--- src/hw/equihash_pkg.sv ---
`default_nettype none

package equihash_pkg;

  // Stream and solution geometry
  localparam int WORD_BITS    = 32;
  localparam int HDR_WORDS    = 4;
  localparam int SOL_WORDS    = 4;
  localparam int IDX_BITS     = 8;
  localparam int SOL_LEN      = 16;
  localparam int HASH_BITS    = 16;
  localparam int IDX_PER_WORD = 4;

  // Bit positions inside the result mask
  localparam int MASK_XOR_NZ    = 0;
  localparam int MASK_ORDER_BAD = 1;
  localparam int MASK_DUP_FND   = 2;

  typedef logic [WORD_BITS-1:0]             word_t;
  // Header word 0 sits in the low bits
  typedef logic [HDR_WORDS*WORD_BITS-1:0]   header_t;
  typedef logic [IDX_BITS-1:0]              idx_t;
  typedef logic [HASH_BITS-1:0]             hash_t;
  typedef logic [$clog2(SOL_WORDS)-1:0]     sol_addr_t;
  // Needs one extra value so a full solution (4 words) can be counted
  typedef logic [$clog2(SOL_WORDS+1)-1:0]   sol_cnt_t;
  typedef logic [2:0]                       check_mask_t;

endpackage

`default_nettype wire
--- src/hw/equihash_verif_top.sv ---
`timescale 1ns/1ns
`default_nettype none

module equihash_verif_top #(
  parameter int HASH_ROUNDS = 3
) (
  input  wire                       i_clk,
  input  wire                       i_rst,
  input  wire equihash_pkg::word_t  i_dat,
  input  wire                       i_dat_val,
  input  wire                       i_dat_eop,
  output equihash_pkg::check_mask_t o_mask,
  output logic                      o_mask_val,
  output logic                      o_busy
);

  equihash_pkg::header_t   header;
  equihash_pkg::sol_cnt_t  wr_cnt;
  logic                    done;
  logic                    w_req, w_gnt, r_req, r_gnt;
  equihash_pkg::sol_addr_t w_addr, r_addr, ram_addr;
  equihash_pkg::word_t     w_dat, r_dat, ram_wdat, ram_rdat;
  logic                    ram_we;
  logic                    idx_val, hash_val;
  equihash_pkg::idx_t      idx;
  equihash_pkg::hash_t     hash;

  sol_loader loader_i (
    .i_clk(i_clk), .i_rst(i_rst),
    .i_dat(i_dat), .i_dat_val(i_dat_val), .i_dat_eop(i_dat_eop),
    .i_done(done), .o_header(header), .o_wr_cnt(wr_cnt), .o_busy(o_busy),
    .o_w_req(w_req), .o_w_addr(w_addr), .o_w_dat(w_dat), .i_w_gnt(w_gnt)
  );

  sol_checker checker_i (
    .i_clk(i_clk), .i_rst(i_rst), .i_wr_cnt(wr_cnt),
    .o_r_req(r_req), .o_r_addr(r_addr), .i_r_gnt(r_gnt), .i_r_dat(r_dat),
    .o_idx_val(idx_val), .o_idx(idx), .i_hash_val(hash_val), .i_hash(hash),
    .o_mask(o_mask), .o_mask_val(o_mask_val), .o_done(done)
  );

  ram_arbiter arbiter_i (
    .i_clk(i_clk), .i_rst(i_rst),
    .i_w_req(w_req), .i_w_addr(w_addr), .i_w_dat(w_dat), .o_w_gnt(w_gnt),
    .i_r_req(r_req), .i_r_addr(r_addr), .o_r_gnt(r_gnt), .o_r_dat(r_dat),
    .o_ram_we(ram_we), .o_ram_addr(ram_addr), .o_ram_wdat(ram_wdat), .i_ram_rdat(ram_rdat)
  );

  sol_ram ram_i (
    .i_clk(i_clk), .i_rst(i_rst), .i_we(ram_we), .i_addr(ram_addr),
    .i_wdat(ram_wdat), .o_rdat(ram_rdat)
  );

  index_hasher #(.HASH_ROUNDS(HASH_ROUNDS)) hasher_i (
    .i_clk(i_clk), .i_rst(i_rst), .i_header(header),
    .i_idx_val(idx_val), .i_idx(idx), .o_hash_val(hash_val), .o_hash(hash)
  );

endmodule

`default_nettype wire

--- src/hw/sol_checker.sv ---
`timescale 1ns/1ns
`default_nettype none

module sol_checker (
  input  wire                          i_clk,
  input  wire                          i_rst,
  input  wire equihash_pkg::sol_cnt_t  i_wr_cnt,
  output logic                         o_r_req,
  output equihash_pkg::sol_addr_t      o_r_addr,
  input  wire                          i_r_gnt,
  input  wire equihash_pkg::word_t     i_r_dat,
  output logic                         o_idx_val,
  output equihash_pkg::idx_t           o_idx,
  input  wire                          i_hash_val,
  input  wire equihash_pkg::hash_t     i_hash,
  output equihash_pkg::check_mask_t    o_mask,
  output logic                         o_mask_val,
  output logic                         o_done
);

  typedef enum logic [1:0] {IDLE, READ, UNPACK, WAIT} chk_state_t;

  chk_state_t                                         state;
  equihash_pkg::sol_addr_t                            rd_addr;
  logic                                               rd_wait;
  equihash_pkg::word_t                                word_q;
  logic [$clog2(equihash_pkg::IDX_PER_WORD)-1:0]      byte_sel;
  equihash_pkg::idx_t                                 even_idx;
  logic [2**equihash_pkg::IDX_BITS-1:0]               seen;
  logic                                               dup_fnd;
  logic                                               order_bad;
  equihash_pkg::hash_t                                hash_xor;
  logic [$clog2(equihash_pkg::SOL_LEN)-1:0]           hash_cnt;

  // Only ask for a word once the loader has written it
  assign o_r_req   = (state == READ) && !rd_wait &&
                     (i_wr_cnt > equihash_pkg::sol_cnt_t'(rd_addr));
  assign o_r_addr  = rd_addr;
  assign o_idx     = word_q[byte_sel*equihash_pkg::IDX_BITS +: equihash_pkg::IDX_BITS];
  assign o_idx_val = (state == UNPACK);
  assign o_done    = o_mask_val;

  always_ff @(posedge i_clk) begin
    if (i_rst) begin
      state    <= IDLE;
      rd_addr  <= '0;
      rd_wait  <= 1'b0;
      byte_sel <= '0;
    end else begin
      case (state)
        IDLE: begin
          rd_addr  <= '0;
          byte_sel <= '0;
          if (i_wr_cnt != '0) begin
            state <= READ;
          end
        end
        READ: begin
          if (i_r_gnt) begin
            rd_wait <= 1'b1;
          end
          // Data shows up the cycle after the grant
          if (rd_wait) begin
            rd_wait  <= 1'b0;
            byte_sel <= '0;
            state    <= UNPACK;
          end
        end
        UNPACK: begin
          byte_sel <= byte_sel + 1'b1;
          if (byte_sel == equihash_pkg::IDX_PER_WORD - 1) begin
            if (rd_addr == equihash_pkg::SOL_WORDS - 1) begin
              state <= WAIT;
            end else begin
              rd_addr <= rd_addr + 1'b1;
              state   <= READ;
            end
          end
        end
        WAIT: begin
          // Leave only after the loader has seen done and cleared its count
          if (o_mask_val) begin
            state <= IDLE;
          end
        end
        default: state <= IDLE;
      endcase
    end
  end

  always_ff @(posedge i_clk) begin
    if (state == READ && rd_wait) begin
      word_q <= i_r_dat;
    end
  end

  always_ff @(posedge i_clk) begin
    if (i_rst) begin
      o_mask_val <= 1'b0;
    end else begin
      o_mask_val <= 1'b0;
      if (state == IDLE) begin
        seen      <= '0;
        dup_fnd   <= 1'b0;
        order_bad <= 1'b0;
        hash_xor  <= '0;
        hash_cnt  <= '0;
      end
      if (o_idx_val) begin
        seen[o_idx] <= 1'b1;
        dup_fnd     <= dup_fnd | seen[o_idx];
        // Even byte lanes hold the first index of a leaf pair
        if (!byte_sel[0]) begin
          even_idx <= o_idx;
        end else if (even_idx >= o_idx) begin
          order_bad <= 1'b1;
        end
      end
      if (i_hash_val) begin
        hash_xor <= hash_xor ^ i_hash;
        hash_cnt <= hash_cnt + 1'b1;
        if (hash_cnt == equihash_pkg::SOL_LEN - 1) begin
          o_mask[equihash_pkg::MASK_XOR_NZ]    <= |(hash_xor ^ i_hash);
          o_mask[equihash_pkg::MASK_ORDER_BAD] <= order_bad;
          o_mask[equihash_pkg::MASK_DUP_FND]   <= dup_fnd;
          o_mask_val <= 1'b1;
        end
      end
    end
  end

  a_rd_after_wr: assert property (
    @(posedge i_clk) disable iff (i_rst)
    i_r_gnt |-> i_wr_cnt > equihash_pkg::sol_cnt_t'(o_r_addr)
  ) else $error("Checker read a RAM word that was not written yet");

endmodule

`default_nettype wire

--- src/hw/index_hasher.sv ---
`timescale 1ns/1ns
`default_nettype none

module index_hasher #(
  parameter int HASH_ROUNDS = 3
) (
  input  wire                        i_clk,
  input  wire                        i_rst,
  input  wire equihash_pkg::header_t i_header,
  input  wire                        i_idx_val,
  input  wire equihash_pkg::idx_t    i_idx,
  output logic                       o_hash_val,
  output equihash_pkg::hash_t        o_hash
);

  localparam int NUM_SLICES = $bits(equihash_pkg::header_t) / equihash_pkg::HASH_BITS;
  localparam int ROT        = 5;

  logic                stg_val  [HASH_ROUNDS];
  equihash_pkg::hash_t stg_hash [HASH_ROUNDS];
  equihash_pkg::idx_t  stg_idx  [HASH_ROUNDS];

  // One mixing round adds the key slice, rotates left and folds the index back in
  function automatic equihash_pkg::hash_t mix_round(equihash_pkg::hash_t st,
                                                    equihash_pkg::idx_t  idx,
                                                    equihash_pkg::hash_t key);
    equihash_pkg::hash_t sum;
    sum = st + key;
    return {sum[equihash_pkg::HASH_BITS-ROT-1:0],
            sum[equihash_pkg::HASH_BITS-1:equihash_pkg::HASH_BITS-ROT]}
           ^ equihash_pkg::hash_t'(idx);
  endfunction

  function automatic equihash_pkg::hash_t key_slice(equihash_pkg::header_t hdr, int r);
    return hdr[(r % NUM_SLICES)*equihash_pkg::HASH_BITS +: equihash_pkg::HASH_BITS];
  endfunction

  always_ff @(posedge i_clk) begin
    if (i_rst) begin
      for (int r = 0; r < HASH_ROUNDS; r++) begin
        stg_val[r] <= 1'b0;
      end
    end else begin
      stg_val[0] <= i_idx_val;
      for (int r = 1; r < HASH_ROUNDS; r++) begin
        stg_val[r] <= stg_val[r-1];
      end
    end
  end

  // The index rides beside the state so every stage can use it
  always_ff @(posedge i_clk) begin
    stg_idx[0]  <= i_idx;
    stg_hash[0] <= mix_round(equihash_pkg::hash_t'(i_idx), i_idx, key_slice(i_header, 0));
    for (int r = 1; r < HASH_ROUNDS; r++) begin
      stg_idx[r]  <= stg_idx[r-1];
      stg_hash[r] <= mix_round(stg_hash[r-1], stg_idx[r-1], key_slice(i_header, r));
    end
  end

  assign o_hash_val = stg_val[HASH_ROUNDS-1];
  assign o_hash     = stg_hash[HASH_ROUNDS-1];

endmodule

`default_nettype wire

--- src/hw/sol_loader.sv ---
`timescale 1ns/1ns
`default_nettype none

module sol_loader (
  input  wire                          i_clk,
  input  wire                          i_rst,
  input  wire equihash_pkg::word_t     i_dat,
  input  wire                          i_dat_val,
  input  wire                          i_dat_eop,
  input  wire                          i_done,
  output equihash_pkg::header_t        o_header,
  output equihash_pkg::sol_cnt_t       o_wr_cnt,
  output logic                         o_busy,
  output logic                         o_w_req,
  output equihash_pkg::sol_addr_t      o_w_addr,
  output equihash_pkg::word_t          o_w_dat,
  input  wire                          i_w_gnt
);

  typedef enum logic [1:0] {IDLE, HDR, SOL, WAIT} ld_state_t;

  ld_state_t  state;
  // Position of the next stream word, 0 to 7
  logic [$clog2(equihash_pkg::HDR_WORDS+equihash_pkg::SOL_WORDS)-1:0] wrd_pos;

  // Busy drops together with the mask pulse
  assign o_busy = (state != IDLE) && !i_done;

  always_ff @(posedge i_clk) begin
    if (i_rst) begin
      state    <= IDLE;
      wrd_pos  <= '0;
      o_wr_cnt <= '0;
      o_w_req  <= 1'b0;
    end else begin
      if (i_w_gnt) begin
        o_w_req  <= 1'b0;
        o_wr_cnt <= o_wr_cnt + 1'b1;
      end
      case (state)
        IDLE: begin
          if (i_dat_val) begin
            o_header[0 +: equihash_pkg::WORD_BITS] <= i_dat;
            wrd_pos <= 3'd1;
            state   <= HDR;
          end
        end
        HDR: begin
          if (i_dat_val) begin
            o_header[wrd_pos[1:0]*equihash_pkg::WORD_BITS +: equihash_pkg::WORD_BITS] <= i_dat;
            wrd_pos <= wrd_pos + 1'b1;
            if (wrd_pos == equihash_pkg::HDR_WORDS - 1) begin
              state <= SOL;
            end
          end
        end
        SOL: begin
          // A pending write is granted in the cycle it is raised, so a new word never
          // overwrites one that is still waiting
          if (i_dat_val) begin
            o_w_req  <= 1'b1;
            o_w_addr <= equihash_pkg::sol_addr_t'(wrd_pos);
            o_w_dat  <= i_dat;
            wrd_pos  <= wrd_pos + 1'b1;
            if (i_dat_eop) begin
              state <= WAIT;
            end
          end
        end
        WAIT: begin
          if (i_done) begin
            o_wr_cnt <= '0;
            // The host may start the next header in the very cycle busy falls
            if (i_dat_val) begin
              o_header[0 +: equihash_pkg::WORD_BITS] <= i_dat;
              wrd_pos <= 3'd1;
              state   <= HDR;
            end else begin
              wrd_pos <= '0;
              state   <= IDLE;
            end
          end
        end
        default: state <= IDLE;
      endcase
    end
  end

  a_eop_on_last: assert property (
    @(posedge i_clk) disable iff (i_rst)
    i_dat_val && i_dat_eop |-> state == SOL && wrd_pos == 3'd7
  ) else $error("eop seen on a word other than the eighth");

  a_no_word_busy: assert property (
    @(posedge i_clk) disable iff (i_rst)
    i_dat_val |-> !(state == WAIT && !i_done)
  ) else $error("Input word arrived while the previous solution is checked");

endmodule

`default_nettype wire

--- src/hw/ram_arbiter.sv ---
`timescale 1ns/1ns
`default_nettype none

module ram_arbiter (
  input  wire                          i_clk,
  input  wire                          i_rst,
  // Loader write port
  input  wire                          i_w_req,
  input  wire equihash_pkg::sol_addr_t i_w_addr,
  input  wire equihash_pkg::word_t     i_w_dat,
  output logic                         o_w_gnt,
  // Checker read port
  input  wire                          i_r_req,
  input  wire equihash_pkg::sol_addr_t i_r_addr,
  output logic                         o_r_gnt,
  output equihash_pkg::word_t          o_r_dat,
  // Toward the solution RAM
  output logic                         o_ram_we,
  output equihash_pkg::sol_addr_t      o_ram_addr,
  output equihash_pkg::word_t          o_ram_wdat,
  input  wire equihash_pkg::word_t     i_ram_rdat
);

  // The loader always wins and a read only goes through on a cycle without a write
  assign o_w_gnt = i_w_req;
  assign o_r_gnt = i_r_req && !i_w_req;

  assign o_ram_we   = o_w_gnt;
  assign o_ram_addr = i_w_req ? i_w_addr : i_r_addr;
  assign o_ram_wdat = i_w_dat;

  // RAM output register already gives the one cycle read latency
  assign o_r_dat = i_ram_rdat;

  a_one_grant: assert property (
    @(posedge i_clk) disable iff (i_rst)
    !(o_w_gnt && o_r_gnt)
  ) else $error("RAM granted to loader and checker in the same cycle");

endmodule

`default_nettype wire

--- src/hw/sol_ram.sv ---
`timescale 1ns/1ns
`default_nettype none

module sol_ram (
  input  wire                     i_clk,
  input  wire                     i_rst,
  input  wire                     i_we,
  input  wire equihash_pkg::sol_addr_t i_addr,
  input  wire equihash_pkg::word_t     i_wdat,
  output equihash_pkg::word_t     o_rdat
);

  equihash_pkg::word_t mem [equihash_pkg::SOL_WORDS];

  always_ff @(posedge i_clk) begin
    if (i_we) begin
      mem[i_addr] <= i_wdat;
    end
  end

  // The read is registered so data is valid one cycle after the address
  always_ff @(posedge i_clk) begin
    if (i_rst) begin
      o_rdat <= '0;
    end else begin
      o_rdat <= mem[i_addr];
    end
  end

endmodule

`default_nettype wire

--- config.mk ---
export PLATFORM = sky130hd
export DESIGN_NAME = equihash_verif_top
export DESIGN_NICKNAME = d
export VERILOG_FILES = /design/src/hw/equihash_pkg.sv /design/src/hw/equihash_verif_top.sv /design/src/hw/sol_checker.sv /design/src/hw/index_hasher.sv /design/src/hw/sol_loader.sv /design/src/hw/ram_arbiter.sv /design/src/hw/sol_ram.sv
export SDC_FILE = /design/constraint.sdc
export NUM_CORES = 1
export LEC_CHECK = 0
export BUFFER_PORTS_ARGS = -buffer_cell sky130_fd_sc_hd__buf_2
export CAP_MARGIN = 30
export CORE_MARGIN = 2
export CORE_UTILIZATION = 40
export CTS_CLUSTER_DIAMETER = 60
export DETAILED_ROUTE_END_ITERATION = 10
export SLEW_MARGIN = 20
export SYNTH_ARGS = -nofsm -noshare
export SYNTH_HDL_FRONTEND = slang
export SYNTH_SLANG_ARGS = --single-unit
--- constraint.sdc ---
create_clock -name i_clk -period 9.8 [get_ports i_clk]
set_clock_uncertainty 0.2 [all_clocks]
set_input_delay 0.49 -clock i_clk [delete_from_list [all_inputs] [get_ports i_clk]]
set_output_delay 0.49 -clock i_clk [all_outputs]
set_load 0.005 [all_outputs]
==> run metrics <==
status complete, no violations; vias post-DR 17800; Top Ports 41; total track usage 18.3%; Synth Register Bits 647; number of diodes 0; critical path data arrival time 5.37 ns; buffers added on ports 40; CP Data Required Time 9.98 ns; post-synth cell types 65; PwrDens 264 mW/mm²; Hold WC Path Type in -> reg; Clock Sinks 647; CTS buffer count 69; prevailing post-synth register cell edfxtp_1; placed cells 3012; RSZ-0062 raised after global routing no; Syn. warnings 0; DIE AREA 0.0726 mm²; DR top layer met4; die width 269 µm; setup tns final 0 ns; Initial Util 40.3%; Final #Nets 2281; largest net degree at the start of global routing 148; mapped cell area 0.0282 mm²; Starting DRT DRC Count 1484; post-CTS sizing 0; Syn Inst Count 2123; Detailed Place HPWL 41800 µm; hold slack 0.113 ns; register area share after synthesis 64.8%; Layout Cells excl Fill 3177; Avg Vias per Cell 5.59; vias in the first global route 17700; CP endpoint kind register; Root Buffer clkbuf_16; Slew Viols, Final 0; Slew HR 36.3%; async set-or-reset flop fraction in the synthesized netlist 0%; Residual DRC 0; met3 wire len 3570 µm; Core Box Area 0.0699 mm²; global-route wire length before repair 105000 µm; Peak VDD IR 0.169 mV; H-tree depth 3; crit-path max FO 111; min Tclk post-route 5.18 ns; Mapped Nets 2223; Worst-path clk slew 0.06 ns; worst slew pin tran 0.956 ns; Initial DRT Pass Iterations 7; Post-synth EDFFs 531; final setup fails 0; Max clock buf depth 3; crit start category register; layout cell share with drive strength beyond 1 11.4%; Leakage 0.0113 µW; Post-Route WL 67200 µm; antenna violations before repair 0; Clock Latency Late Sink 0.63 ns; Rows 97; antenna violation net count after detailed routing 0; Die Y-Extent 269 µm; M1 wire length 28900 µm; final worst path period share 52.9%; total gr overflow 0; critical path class reg -> reg; average wire per standard cell 21.2 µm; CTS tree done; Max-Cap Viols 0; Max Clock Freq 0.193 GHz; Final Hold Viols 0; routability congestion estimate 0.817; Mean Syn Cell Area 13.3 µm²; met2 wire length 32600 µm; Area growth, synth to finish 14.3%
-- kinds of logic (layout without fill, tap and decap cells) --
family	Yosys count	after routing	share of synthesized area, %
adders and majority gates	64	64	2.92
muxes	59	59	3.76
buffers and inverters	177	291	2.65
DFF	647	647	64.8
and+or+nand+nor	610	610	10.3
xor gates and xnor gates	80	80	2.49
AOI/OAI and AO/OA	486	486	13.0
-- cell type report --
type                       count  area, µm²
fill                        6264      37700
sequential                   647      18300
multi-input combinational   1299       9230
clock buffer                  88       1850
tap                          940       1180
timing repair buffer         124       1050
clock inverter                39        490
inverter                      40        163
-- metal layers --
metal | global-route usage, % | vias to the layer above
li1 | - | 8163
met1 | 24.1 | 8935
met2 | 30.5 | 539
met3 | 3.29 | 126
met4 | 6.42 | 0
met5 | 0 | -
-- final timing paths --
path | from | to | slack [ns] | depth (start not counted)
worst max-delay path | checker_i.byte_sel[0] | checker_i.dup_fnd | 4.62 | 12
worst min-delay path | i_rst | loader_i.state[1] | 0.11 | 2
worst max register to register | checker_i.byte_sel[0] | checker_i.dup_fnd | 4.62 | 12
worst min register to register | hasher_i.stg_idx[0][2] | hasher_i.stg_idx[0][10] | 0.17 | 0
-- metrics by stage --
step	area [µm²]	util, %	power (µW)	worst slack (ns)
2_1_floorplan	28200	-	5320	1.20
3_5_place_dp	29400	42.1	5860	4.50
3_3_place_gp	29300	41.9	5780	4.60
4_1_cts	32100	45.9	8540	4.50
5_1_grt	32200	46.1	8950	4.18
6_report	32200	46.1	8520	4.62
-- cells in the mapped netlist, types with 4 or more instances --
| cell type | number | share of area, % |
|---|---|---|
| a311oi_1 | 48 | 1.5 |
| nand2b_1 | 9 | 0.20 |
| nand4_1 | 9 | 0.20 |
| inv_2 | 4 | 0.053 |
| clkbuf_1 | 82 | 1.1 |
| edfxtp_1 | 531 | 57 |
| o22ai_1 | 5 | 0.11 |
| nor2_1 | 93 | 1.2 |
| a31oi_1 | 13 | 0.29 |
| a21boi_0 | 4 | 0.11 |
| ha_1 | 61 | 2.7 |
| buf_2 | 48 | 0.85 |
| nor4_1 | 12 | 0.27 |
| nand3_1 | 23 | 0.41 |
| a21o_1 | 13 | 0.35 |
| o21ai_1 | 6 | 0.11 |
| dfxtp_1 | 116 | 8.2 |
| mux4_2 | 37 | 3.0 |
| nor2b_1 | 67 | 1.5 |
| xnor2_1 | 48 | 1.5 |
| nor3b_1 | 4 | 0.11 |
| or3_1 | 5 | 0.11 |
| xor2_1 | 32 | 0.99 |
| and2_1 | 94 | 2.1 |
| a22o_1 | 194 | 6.0 |
| mux2i_1 | 17 | 0.60 |
| inv_1 | 35 | 0.47 |
| o21ai_0 | 72 | 1.3 |
| a21oi_1 | 43 | 0.76 |
| nor3_1 | 20 | 0.36 |
| nand2_1 | 254 | 3.4 |
| a211oi_1 | 56 | 1.5 |
| o21bai_1 | 7 | 0.19 |
| and3_1 | 11 | 0.24 |
-- sequential cells by signal (all words and copies together) (netlist names), 3 cells and up --
signal / flops
ram_i.mem: 128
loader_i.o_wr_cnt: 3
checker_i.o_mask: 3
hasher_i.stg_val: 3
checker_i.hash_cnt: 4
checker_i.word_q: 32
checker_i.even_idx: 8
checker_i.hash_xor: 16
loader_i.wrd_pos: 3
ram_i.o_rdat: 32
checker_i.seen: 256
loader_i.o_header: 48
loader_i.o_w_dat: 32
hasher_i.stg_hash: 48
hasher_i.stg_idx: 16
-- critical path, stage by stage, from the launching register on --
cell	delay (ns)
dfxtp_1	0.88
mux2i_1	0.15
mux2_2	0.52
inv_6	0.64
buf_4	0.73
nor2b_1	0.12
a211oi_2	0.22
a31oi_1	0.06
a22o_1	0.28
o31a_1	0.30
a2111oi_2	0.33
nand4_1	0.14
a211o_1	0.31
-- repair_timing --
action                    CTS  global route
hold buffers               33             0
setup buffers               0             0
hold endpoints to repair   50             0
-- cell usage in the layout, fill, tap and decap left out, drive strengths merged, types with 5 or more instances in the layout --
cell,count
a211oi,57
a21o,13
a21oi,43
a22o,194
a311oi,48
a31oi,13
and2,94
and3,11
buf,91
bufinv,6
clkbuf,88
clkinv,30
dfxtp,116
dlygate4sd3,33
edfxtp,531
ha,61
inv,40
mux2,5
mux2i,17
mux4,37
nand2,254
nand2b,9
nand3,23
nand4,9
nor2,93
nor2b,67
nor3,21
nor4,12
o21ai,78
o21bai,7
o22ai,5
or3,5
xnor2,48
xor2,32
-- where the power goes --
part / total (µW) / switching [µW] / internal (µW)
clock network: 2660 / 1140 / 1520
registers: 3790 / 246 / 3540
logic: 2070 / 1210 / 856
Note: power is estimated with default switching activity, not from simulation.
